==> src/common/mipsPkg.sv <==
// ====================
// shared constants and types for the single-cycle MIPS32 subset core
// only R-type add/sub/and/or/slt/jr plus lw, sw, beq, j, jal are decoded
// ====================
package mipsPkg;

  // ==================== widths
  localparam int dataWidth    = 32;
  localparam int regAddrWidth = 5;
  // word address into a 128-word data memory
  localparam int memAddrWidth = 7;

  // ==================== opcodes
  localparam logic [5:0] opRType = 6'b000000;
  localparam logic [5:0] opLw    = 6'b100011;
  localparam logic [5:0] opSw    = 6'b101011;
  localparam logic [5:0] opBeq   = 6'b000100;
  localparam logic [5:0] opJ     = 6'b000010;
  localparam logic [5:0] opJal   = 6'b000011;

  // ==================== function codes, R-type only
  localparam logic [5:0] fnAdd = 6'b100000;
  localparam logic [5:0] fnSub = 6'b100010;
  localparam logic [5:0] fnAnd = 6'b100100;
  localparam logic [5:0] fnOr  = 6'b100101;
  localparam logic [5:0] fnSlt = 6'b101010;
  localparam logic [5:0] fnJr  = 6'b001000;

  // jal destination
  localparam logic [regAddrWidth-1:0] linkReg = 5'd31;

  // alu operation select
  typedef enum logic [2:0] {
    aluAdd,
    aluSub,
    aluAnd,
    aluOr,
    aluSlt,
    aluNone
  } aluOp_t;

  // register format
  typedef struct packed {
    logic [5:0] opcode;
    logic [4:0] rs;
    logic [4:0] rt;
    logic [4:0] rd;
    logic [4:0] shamt;
    logic [5:0] funct;
  } rFields_t;

  // immediate format, lw/sw/beq
  typedef struct packed {
    logic [5:0]  opcode;
    logic [4:0]  rs;
    logic [4:0]  rt;
    logic [15:0] imm;
  } iFields_t;

  // jump format, j/jal
  typedef struct packed {
    logic [5:0]  opcode;
    logic [25:0] target;
  } jFields_t;

  // one fetched word, three ways to read it
  typedef union packed {
    rFields_t r;
    iFields_t i;
    jFields_t j;
  } instrWord_t;

endpackage

==> src/common/ctrlIf.sv <==
// ====================
// decoder control levels toward pc logic and alu
// all signals are plain combinational levels, no handshake
// ====================
interface ctrlIf
  import mipsPkg::*;
  ();

  // destination rd instead of rt
  logic   regDst;
  // second operand from sign-extended imm
  logic   aluSrcImm;
  // write-back from data memory
  logic   memToReg;
  logic   regWrite;
  logic   memRead;
  logic   memWrite;
  logic   branch;
  logic   jump;
  // jr, next pc from rs
  logic   jumpReg;
  // jal, write pc+4 to linkReg
  logic   link;
  aluOp_t aluOp;

  modport decoder (
    output regDst, aluSrcImm, memToReg, regWrite, memRead, memWrite,
    output branch, jump, jumpReg, link, aluOp
  );

  modport datapath (
    input regDst, aluSrcImm, memToReg, regWrite, memRead, memWrite,
    input branch, jump, jumpReg, link, aluOp
  );

endinterface

==> src/common/regFileIf.sv <==
// ====================
// two async read ports and one edge write port of the register file
// ====================
interface regFileIf
  import mipsPkg::*;
  ();

  // read side, addresses come from rs/rt
  logic [regAddrWidth-1:0] rdAddrA;
  logic [regAddrWidth-1:0] rdAddrB;
  logic [dataWidth-1:0]    rdDataA;
  logic [dataWidth-1:0]    rdDataB;

  // write side, sampled on rising clk
  logic                    wrEn;
  logic [regAddrWidth-1:0] wrAddr;
  logic [dataWidth-1:0]    wrData;

  // alu side
  modport client (
    input  rdDataA, rdDataB,
    output wrEn, wrAddr, wrData
  );

  // register array side
  modport store (
    input  rdAddrA, rdAddrB, wrEn, wrAddr, wrData,
    output rdDataA, rdDataB
  );

endinterface

==> src/controlDecoder.sv <==
// ====================
// opcode and function-code decode in one pass
// anything outside the subset decodes as a no-op: all levels low, aluNone
// ====================
module controlDecoder
  import mipsPkg::*;
  (
  input  instrWord_t    instr,
  ctrlIf.decoder        ctrl
);

  always_comb begin
    // defaults give the no-op
    ctrl.regDst    = 1'b0;
    ctrl.aluSrcImm = 1'b0;
    ctrl.memToReg  = 1'b0;
    ctrl.regWrite  = 1'b0;
    ctrl.memRead   = 1'b0;
    ctrl.memWrite  = 1'b0;
    ctrl.branch    = 1'b0;
    ctrl.jump      = 1'b0;
    ctrl.jumpReg   = 1'b0;
    ctrl.link      = 1'b0;
    ctrl.aluOp     = aluNone;

    case (instr.r.opcode)
      opRType: begin
        // funct picks the operation
        case (instr.r.funct)
          fnAdd: begin
            ctrl.regDst   = 1'b1;
            ctrl.regWrite = 1'b1;
            ctrl.aluOp    = aluAdd;
          end
          fnSub: begin
            ctrl.regDst   = 1'b1;
            ctrl.regWrite = 1'b1;
            ctrl.aluOp    = aluSub;
          end
          fnAnd: begin
            ctrl.regDst   = 1'b1;
            ctrl.regWrite = 1'b1;
            ctrl.aluOp    = aluAnd;
          end
          fnOr: begin
            ctrl.regDst   = 1'b1;
            ctrl.regWrite = 1'b1;
            ctrl.aluOp    = aluOr;
          end
          fnSlt: begin
            ctrl.regDst   = 1'b1;
            ctrl.regWrite = 1'b1;
            ctrl.aluOp    = aluSlt;
          end
          // jr: pc from rs, nothing written
          fnJr: ctrl.jumpReg = 1'b1;
          default: ;
        endcase
      end
      opLw: begin
        ctrl.aluSrcImm = 1'b1;
        ctrl.memToReg  = 1'b1;
        ctrl.regWrite  = 1'b1;
        ctrl.memRead   = 1'b1;
        ctrl.aluOp     = aluAdd;
      end
      opSw: begin
        ctrl.aluSrcImm = 1'b1;
        ctrl.memWrite  = 1'b1;
        ctrl.aluOp     = aluAdd;
      end
      // equality via subtract and zero flag
      opBeq: begin
        ctrl.branch = 1'b1;
        ctrl.aluOp  = aluSub;
      end
      opJ: ctrl.jump = 1'b1;
      // link value is pc+4, no delay slot
      opJal: begin
        ctrl.jump     = 1'b1;
        ctrl.link     = 1'b1;
        ctrl.regWrite = 1'b1;
      end
      default: ;
    endcase
  end

endmodule

==> src/pcUnit.sv <==
// ====================
// pc register and next-pc mux, priority jr > j/jal > taken beq > pc+4
// ====================
module pcUnit
  import mipsPkg::*;
  (
  input  logic                 clk,
  input  logic                 rst,
  input  instrWord_t           instr,
  ctrlIf.datapath              ctrl,
  input  logic                 aluZero,
  // rs value, used by jr
  input  logic [dataWidth-1:0] jumpTarget,
  output logic [dataWidth-1:0] pc,
  output logic [dataWidth-1:0] pcPlus4
);

  logic [dataWidth-1:0] branchOffset;
  logic [dataWidth-1:0] nextPc;

  assign pcPlus4 = pc + 32'd4;

  // sign-extended imm, word offset to byte offset
  assign branchOffset = {{14{instr.i.imm[15]}}, instr.i.imm, 2'b00};

  // ==================== next pc
  always_comb begin
    if (ctrl.jumpReg) begin
      nextPc = jumpTarget;
    end else if (ctrl.jump) begin
      // region bits from pc+4
      nextPc = {pcPlus4[31:28], instr.j.target, 2'b00};
    end else if (ctrl.branch && aluZero) begin
      nextPc = pcPlus4 + branchOffset;
    end else begin
      nextPc = pcPlus4;
    end
  end

  always_ff @(posedge clk or negedge rst) begin
    if (!rst) begin
      pc <= '0;
    end else begin
      pc <= nextPc;
    end
  end

endmodule

==> src/regFile.sv <==
// ====================
// 32 x 32 register file, async read, write on rising clk
// register zero always reads zero and never takes a write
// ====================
module regFile
  import mipsPkg::*;
  (
  input  logic      clk,
  input  logic      rst,
  regFileIf.store   rf
);

  localparam int numRegs = 2 ** regAddrWidth;

  logic [dataWidth-1:0] regs [numRegs];

  // ==================== write port
  always_ff @(posedge clk or negedge rst) begin
    if (!rst) begin
      for (int idx = 0; idx < numRegs; idx++) begin
        regs[idx] <= '0;
      end
    end else if (rf.wrEn && (rf.wrAddr != '0)) begin
      regs[rf.wrAddr] <= rf.wrData;
    end
  end

  // ==================== read ports
  // r0 forced to zero
  always_comb begin
    if (rf.rdAddrA == '0) begin
      rf.rdDataA = '0;
    end else begin
      rf.rdDataA = regs[rf.rdAddrA];
    end
  end

  always_comb begin
    if (rf.rdAddrB == '0) begin
      rf.rdDataB = '0;
    end else begin
      rf.rdDataB = regs[rf.rdAddrB];
    end
  end

endmodule

==> src/alu.sv <==
// ====================
// operand select, the five alu ops, memory addressing and write-back select
// slt is signed; memAddr is a word address from result bits 8..2
// ====================
module alu
  import mipsPkg::*;
  (
  input  instrWord_t              instr,
  ctrlIf.datapath                 ctrl,
  regFileIf.client                rf,
  input  logic [dataWidth-1:0]    pcPlus4,
  input  logic [dataWidth-1:0]    memRdData,
  output logic                    aluZero,
  output logic [memAddrWidth-1:0] memAddr,
  output logic [dataWidth-1:0]    memWrData,
  output logic [dataWidth-1:0]    regWriteData
);

  logic [dataWidth-1:0]    immExt;
  logic [dataWidth-1:0]    opB;
  logic [dataWidth-1:0]    result;
  logic [regAddrWidth-1:0] destAddr;

  // ==================== execute
  assign immExt = {{16{instr.i.imm[15]}}, instr.i.imm};
  assign opB    = ctrl.aluSrcImm ? immExt : rf.rdDataB;

  always_comb begin
    case (ctrl.aluOp)
      aluAdd:  result = rf.rdDataA + opB;
      aluSub:  result = rf.rdDataA - opB;
      aluAnd:  result = rf.rdDataA & opB;
      aluOr:   result = rf.rdDataA | opB;
      aluSlt:  result = {31'd0, $signed(rf.rdDataA) < $signed(opB)};
      default: result = '0;
    endcase
  end

  // beq compares through the subtract
  assign aluZero = (result == '0);

  // byte offset bits dropped
  assign memAddr   = result[memAddrWidth+1:2];
  assign memWrData = rf.rdDataB;

  // ==================== write-back
  always_comb begin
    if (ctrl.link) begin
      destAddr = linkReg;
    end else if (ctrl.regDst) begin
      destAddr = instr.r.rd;
    end else begin
      destAddr = instr.i.rt;
    end
  end

  always_comb begin
    if (ctrl.link) begin
      regWriteData = pcPlus4;
    end else if (ctrl.memToReg) begin
      regWriteData = memRdData;
    end else begin
      regWriteData = result;
    end
  end

  // writes to r0 are dropped here so the strobe stays honest
  assign rf.wrEn   = ctrl.regWrite && (destAddr != '0);
  assign rf.wrAddr = destAddr;
  assign rf.wrData = regWriteData;

endmodule

==> src/mipsCore.sv <==
// ====================
// single-cycle MIPS32 subset core, one instruction per clk
// instruction and data memories are external and must answer combinationally
// ====================
module mipsCore
  import mipsPkg::*;
  (
  input  logic                    clk,
  input  logic                    rst,
  // instruction memory
  output logic [dataWidth-1:0]    instrAddr,
  input  logic [dataWidth-1:0]    instr,
  // data memory, word addressed
  output logic [memAddrWidth-1:0] memAddr,
  output logic [dataWidth-1:0]    memWrData,
  input  logic [dataWidth-1:0]    memRdData,
  output logic                    memReadEn,
  output logic                    memWriteEn,
  // write-back observation
  output logic                    regWriteEn,
  output logic [regAddrWidth-1:0] regWriteAddr,
  output logic [dataWidth-1:0]    regWriteData
);

  instrWord_t           instrWord;
  logic [dataWidth-1:0] pcPlus4;
  logic                 aluZero;

  ctrlIf    ctrlBus ();
  regFileIf rfBus ();

  // ==================== fetch view
  assign instrWord = instr;

  // rs and rt feed the read ports for every format
  assign rfBus.rdAddrA = instrWord.r.rs;
  assign rfBus.rdAddrB = instrWord.r.rt;

  controlDecoder decodeUnit (
    .instr (instrWord),
    .ctrl  (ctrlBus)
  );

  // jr target is the rs read value
  pcUnit pcReg (
    .clk        (clk),
    .rst        (rst),
    .instr      (instrWord),
    .ctrl       (ctrlBus),
    .aluZero    (aluZero),
    .jumpTarget (rfBus.rdDataA),
    .pc         (instrAddr),
    .pcPlus4    (pcPlus4)
  );

  regFile regs (
    .clk (clk),
    .rst (rst),
    .rf  (rfBus)
  );

  alu execUnit (
    .instr        (instrWord),
    .ctrl         (ctrlBus),
    .rf           (rfBus),
    .pcPlus4      (pcPlus4),
    .memRdData    (memRdData),
    .aluZero      (aluZero),
    .memAddr      (memAddr),
    .memWrData    (memWrData),
    .regWriteData (regWriteData)
  );

  // ==================== observation and memory strobes
  assign memReadEn    = ctrlBus.memRead;
  assign memWriteEn   = ctrlBus.memWrite;
  assign regWriteEn   = rfBus.wrEn;
  assign regWriteAddr = rfBus.wrAddr;

endmodule

==> config.mk <==
export PLATFORM = sky130hd
export DESIGN_NAME = mipsCore
export DESIGN_NICKNAME = d
export VERILOG_FILES = /design/src/common/mipsPkg.sv /design/src/common/ctrlIf.sv /design/src/common/regFileIf.sv /design/src/controlDecoder.sv /design/src/pcUnit.sv /design/src/regFile.sv /design/src/alu.sv /design/src/mipsCore.sv
export SDC_FILE = /design/constraint.sdc
export NUM_CORES = 2
export LEC_CHECK = 0
export ABC_AREA = 1
export BUFFER_PORTS_ARGS = -buffer_cell sky130_fd_sc_hd__buf_2
export CAP_MARGIN = 20
export CORE_MARGIN = 2
export CORE_UTILIZATION = 40
export CTS_BUF_LIST = sky130_fd_sc_hd__clkbuf_8
export CTS_CLUSTER_SIZE = 24
export DETAILED_ROUTE_END_ITERATION = 10
export PLACE_DENSITY = 0.56
export SLEW_MARGIN = 20
export SYNTH_ARGS = -nofsm -noshare
export SYNTH_HDL_FRONTEND = slang
export SYNTH_SLANG_ARGS = --single-unit
==> constraint.sdc <==
create_clock -name clk -period 12.9 [get_ports clk]
set_clock_uncertainty 0.15 [all_clocks]
set_input_delay 1.935 -clock clk [delete_from_list [all_inputs] [get_ports clk]]
set_output_delay 1.935 -clock clk [all_outputs]
set_load 0.05 [all_outputs]
==> impl_results.md <==
* Total design power at between 9000 and 10000 uW
* Sequential-to-total area share from yosys stat at 0.390
* Final Critical Period at between 10 and 15 ns
* Final wirelength at about 330000 um
* R2r startpoint: regs.regs[160]
* Row cnt at about 150
* Sw Ratio at 0.378
* Inserted Clock Buffers at between 150 and 200
* Antenna Violating Nets Remaining at 0
* Yosys warning count at 0
* Cells after DPL at 11300
* Worst Hold End: regs.regs[1020]
* Synth Net Count at between 9000 and 10000
* GR Util All Layers at 0.371
* Worst slack at placement at 1.68 ns
* Yosys cell types at 60
* Initial antenna violation count at 11
* GPL Wtd Cong at about 0.99
* CTS tree: yes
* Post-CTS setup buffers at 0
* Syn Std Cell Area at slightly below 70000 um^2
* Worst VDD drop at between 100 and 150 uV
* Fmax achieved at between 80 and 90 MHz
* H-Tree Depth at 4
* Pint at approximately 6000 uW
* Placeable core area at approximately 170000 um^2
* Sequential Power Share at 0.377
* HP Start: regs.regs[1020]
* Worst Reg2Reg Path Length in Cells at 31
* Fin nets at between 9000 and 10000
* Comb pwr share at 0.272
* Setup TNS at 0 ns
* RSZ-0062 raised after global routing: false
* Layout cell share with drive strength beyond 1 at 0.104
* Final hold vios at 0
* Router iterations before antenna repair at 9
* Flop2flop setup slack at around 6 ns
* Status: finished clean
* Vias at between 70000 and 80000
* Clk_lat worst skew at 1.00 ns
* Leakage at 0.0347 uW
* Ys async rst share at 1.00
* Commonest non-fill, non-tap cells in the layout: o21ai_0, nand2_1, nor2_1
* Startpoint Class: primary input
* Critical path's slowest cell: o211ai_1
* First-pass GRT wire length at roughly 480000 um
* CP max FO at 176
* Commonest non-fill, non-tap cell in the layout: o21ai_0
* Clk sink count at ~1100
* WL per Instance at roughly 28 um
* Width of the die at between 400 and 500 um
* Max Cap Viol at 0
* Non-Filler Instances at ~12000
* Clock power frac at 0.351
* Syn_area_per_cell at just over 7 um^2
* FF-to-FF End: pcReg.pc[28]
* Initial Util at 0.402
* Max-slew headroom at 0.129
* Crit. End Element: output port
* Starting DRC count in detailed routing at between 10000 and 15000
* Setup Viol. Count Final at 0
* CTS resizes at 0
* Die Y at a little over 400 um
* Post-CTS Hold Buffers at 0
* Dominant synthesized flop cell: dfrtp_1
* Filler cell count at 17400
* PortBufs at 176
* Via density at a little over 6
* DRC errors left at 0
* Largest net degree at the start of global routing at 245
* Slowest Stage Delay on Critical Path at 0.82 ns
* DIE AREA at about 170000 um^2
* Aggregate global routing overflow at 0
* Clock-pin slew on the worst setup and hold paths at 0.06 ns
* Vias in the first global route at 66900
* Post-DP HPWL at 207000 um
* Slew Viols, Final at 0
* Net load switching power at between 3000 and 4000 uW
* Req. time, crit path at about 11 ns
* Hold path depth at 0
* Setup WS post-layout at between 1 and 1.5 ns
* I/O pin count at approximately 180
* Seq cells post-synth at between 1000 and 1500
* Slew @ Worst Pin at 1.31 ns
* Cell count after synthesis at 9539
* Root cell of the clock tree: clkbuf_8
* WS Path Type: primary input to output port
* Worst EP arrival at roughly 9.4 ns
* Clock buffer depth at 3
* HP Class: register to register
* Pwr/cell area at between 100 and 150 nW/um^2
* Area Overhead vs Synth at 9.46%
* Period utilization at 0.893
* Post-synth EDFFs at 0
## final cells by class
type                            instances  area [um^2]  share of cell area
Tap cell                             2218         2780              0.0374
Sequential cell                      1056        26400               0.356
Inverter                              818         3140              0.0423
Timing Repair Buffer                  371         2650              0.0356
Clock inverter                         96          649             0.00875
Multi-Input combinational cell       6834        35200               0.475
Antenna cell                            5         12.5            0.000169
Clock buffer                          243         3340              0.0451
## cells in the mapped netlist, types with 124 or more instances
cell	count	share of area
o211ai_1	141	0.016
a21oi_1	1034	0.076
ha_1	125	0.023
nand3_1	478	0.035
o21ai_0	1363	0.10
a31oi_1	225	0.021
dfrtp_1	1056	0.39
clkbuf_1	656	0.036
nand2_1	1359	0.075
inv_1	777	0.043
o22ai_1	167	0.015
nor2_1	1236	0.068
mux2_2	124	0.021
## stage by stage
stage | area (um^2) | hold WS [ns] | utilization
3_5_place_dp | 70200 | 0.241 | 0.416
3_3_place_gp | 70200 | 0.237 | 0.416
2_1_floorplan | 67800 | 0.301 | -
4_1_cts | 74200 | 0.254 | 0.439
6_report | 74200 | 0.253 | 0.440
5_1_grt | 74200 | 0.262 | 0.439
## routing by layer
metal | track usage | wire length (um) | up-vias
met5 | 0 | 68 | -
met4 | 0.179 | 17500 | 10
met3 | 0.0954 | 39000 | 909
met2 | 0.560 | 143000 | 4697
met1 | 0.495 | 131000 | 34700
li1 | - | - | 31700
## state kept, by name, indices dropped and copies added, names as in the netlist
signal,count
pcReg.pc,32
regs.regs,1024
## power by group through the flow
stage / registers, uW / clock network, uW / logic [uW]
detailed placement: 3710 / 0 / 2570
global placement: 3710 / 0 / 2560
global route: 3680 / 3590 / 2850
finish: 3660 / 3410 / 2640
floorplan: 3810 / 0 / 1570
CTS: 3650 / 3440 / 2580
## worst max-delay path: cells and delay by family
| family | cells | cell delay, ns |
|---|---|---|
| AO/OA/AOI/OAI | 8 | 2.14 |
| adder cells (fa/ha/maj) | 1 | 0.51 |
| buffers and inverters | 10 | 2.65 |
| AND/OR/NAND/NOR | 10 | 1.92 |
## cells by family after synthesis
| group | Yosys count | share of synthesized area |
|---|---|---|
| xor+xnor | 45 | 0.00581 |
| mux | 124 | 0.0206 |
| flops | 1056 | 0.390 |
| compound gates | 3200 | 0.259 |
| fa+ha+maj | 128 | 0.0239 |
| simple gates | 3337 | 0.204 |
| buf+inv | 1649 | 0.0962 |
## worst max path at each step
| stage | startpoint | end | slack, ns |
|---|---|---|---|
| after floorplan | instr[17] | regWriteData[6] | 3.59 |
| after global placement | instr[20] | regWriteData[23] | 1.63 |
| after detailed placement | instr[20] | regWriteData[23] | 1.68 |
| after CTS | instr[20] | regWriteData[23] | 1.65 |
| after global routing | instr[16] | regWriteData[23] | 1.11 |
| final | instr[16] | regWriteData[23] | 1.38 |
Note: power is estimated with default switching activity, not from simulation.
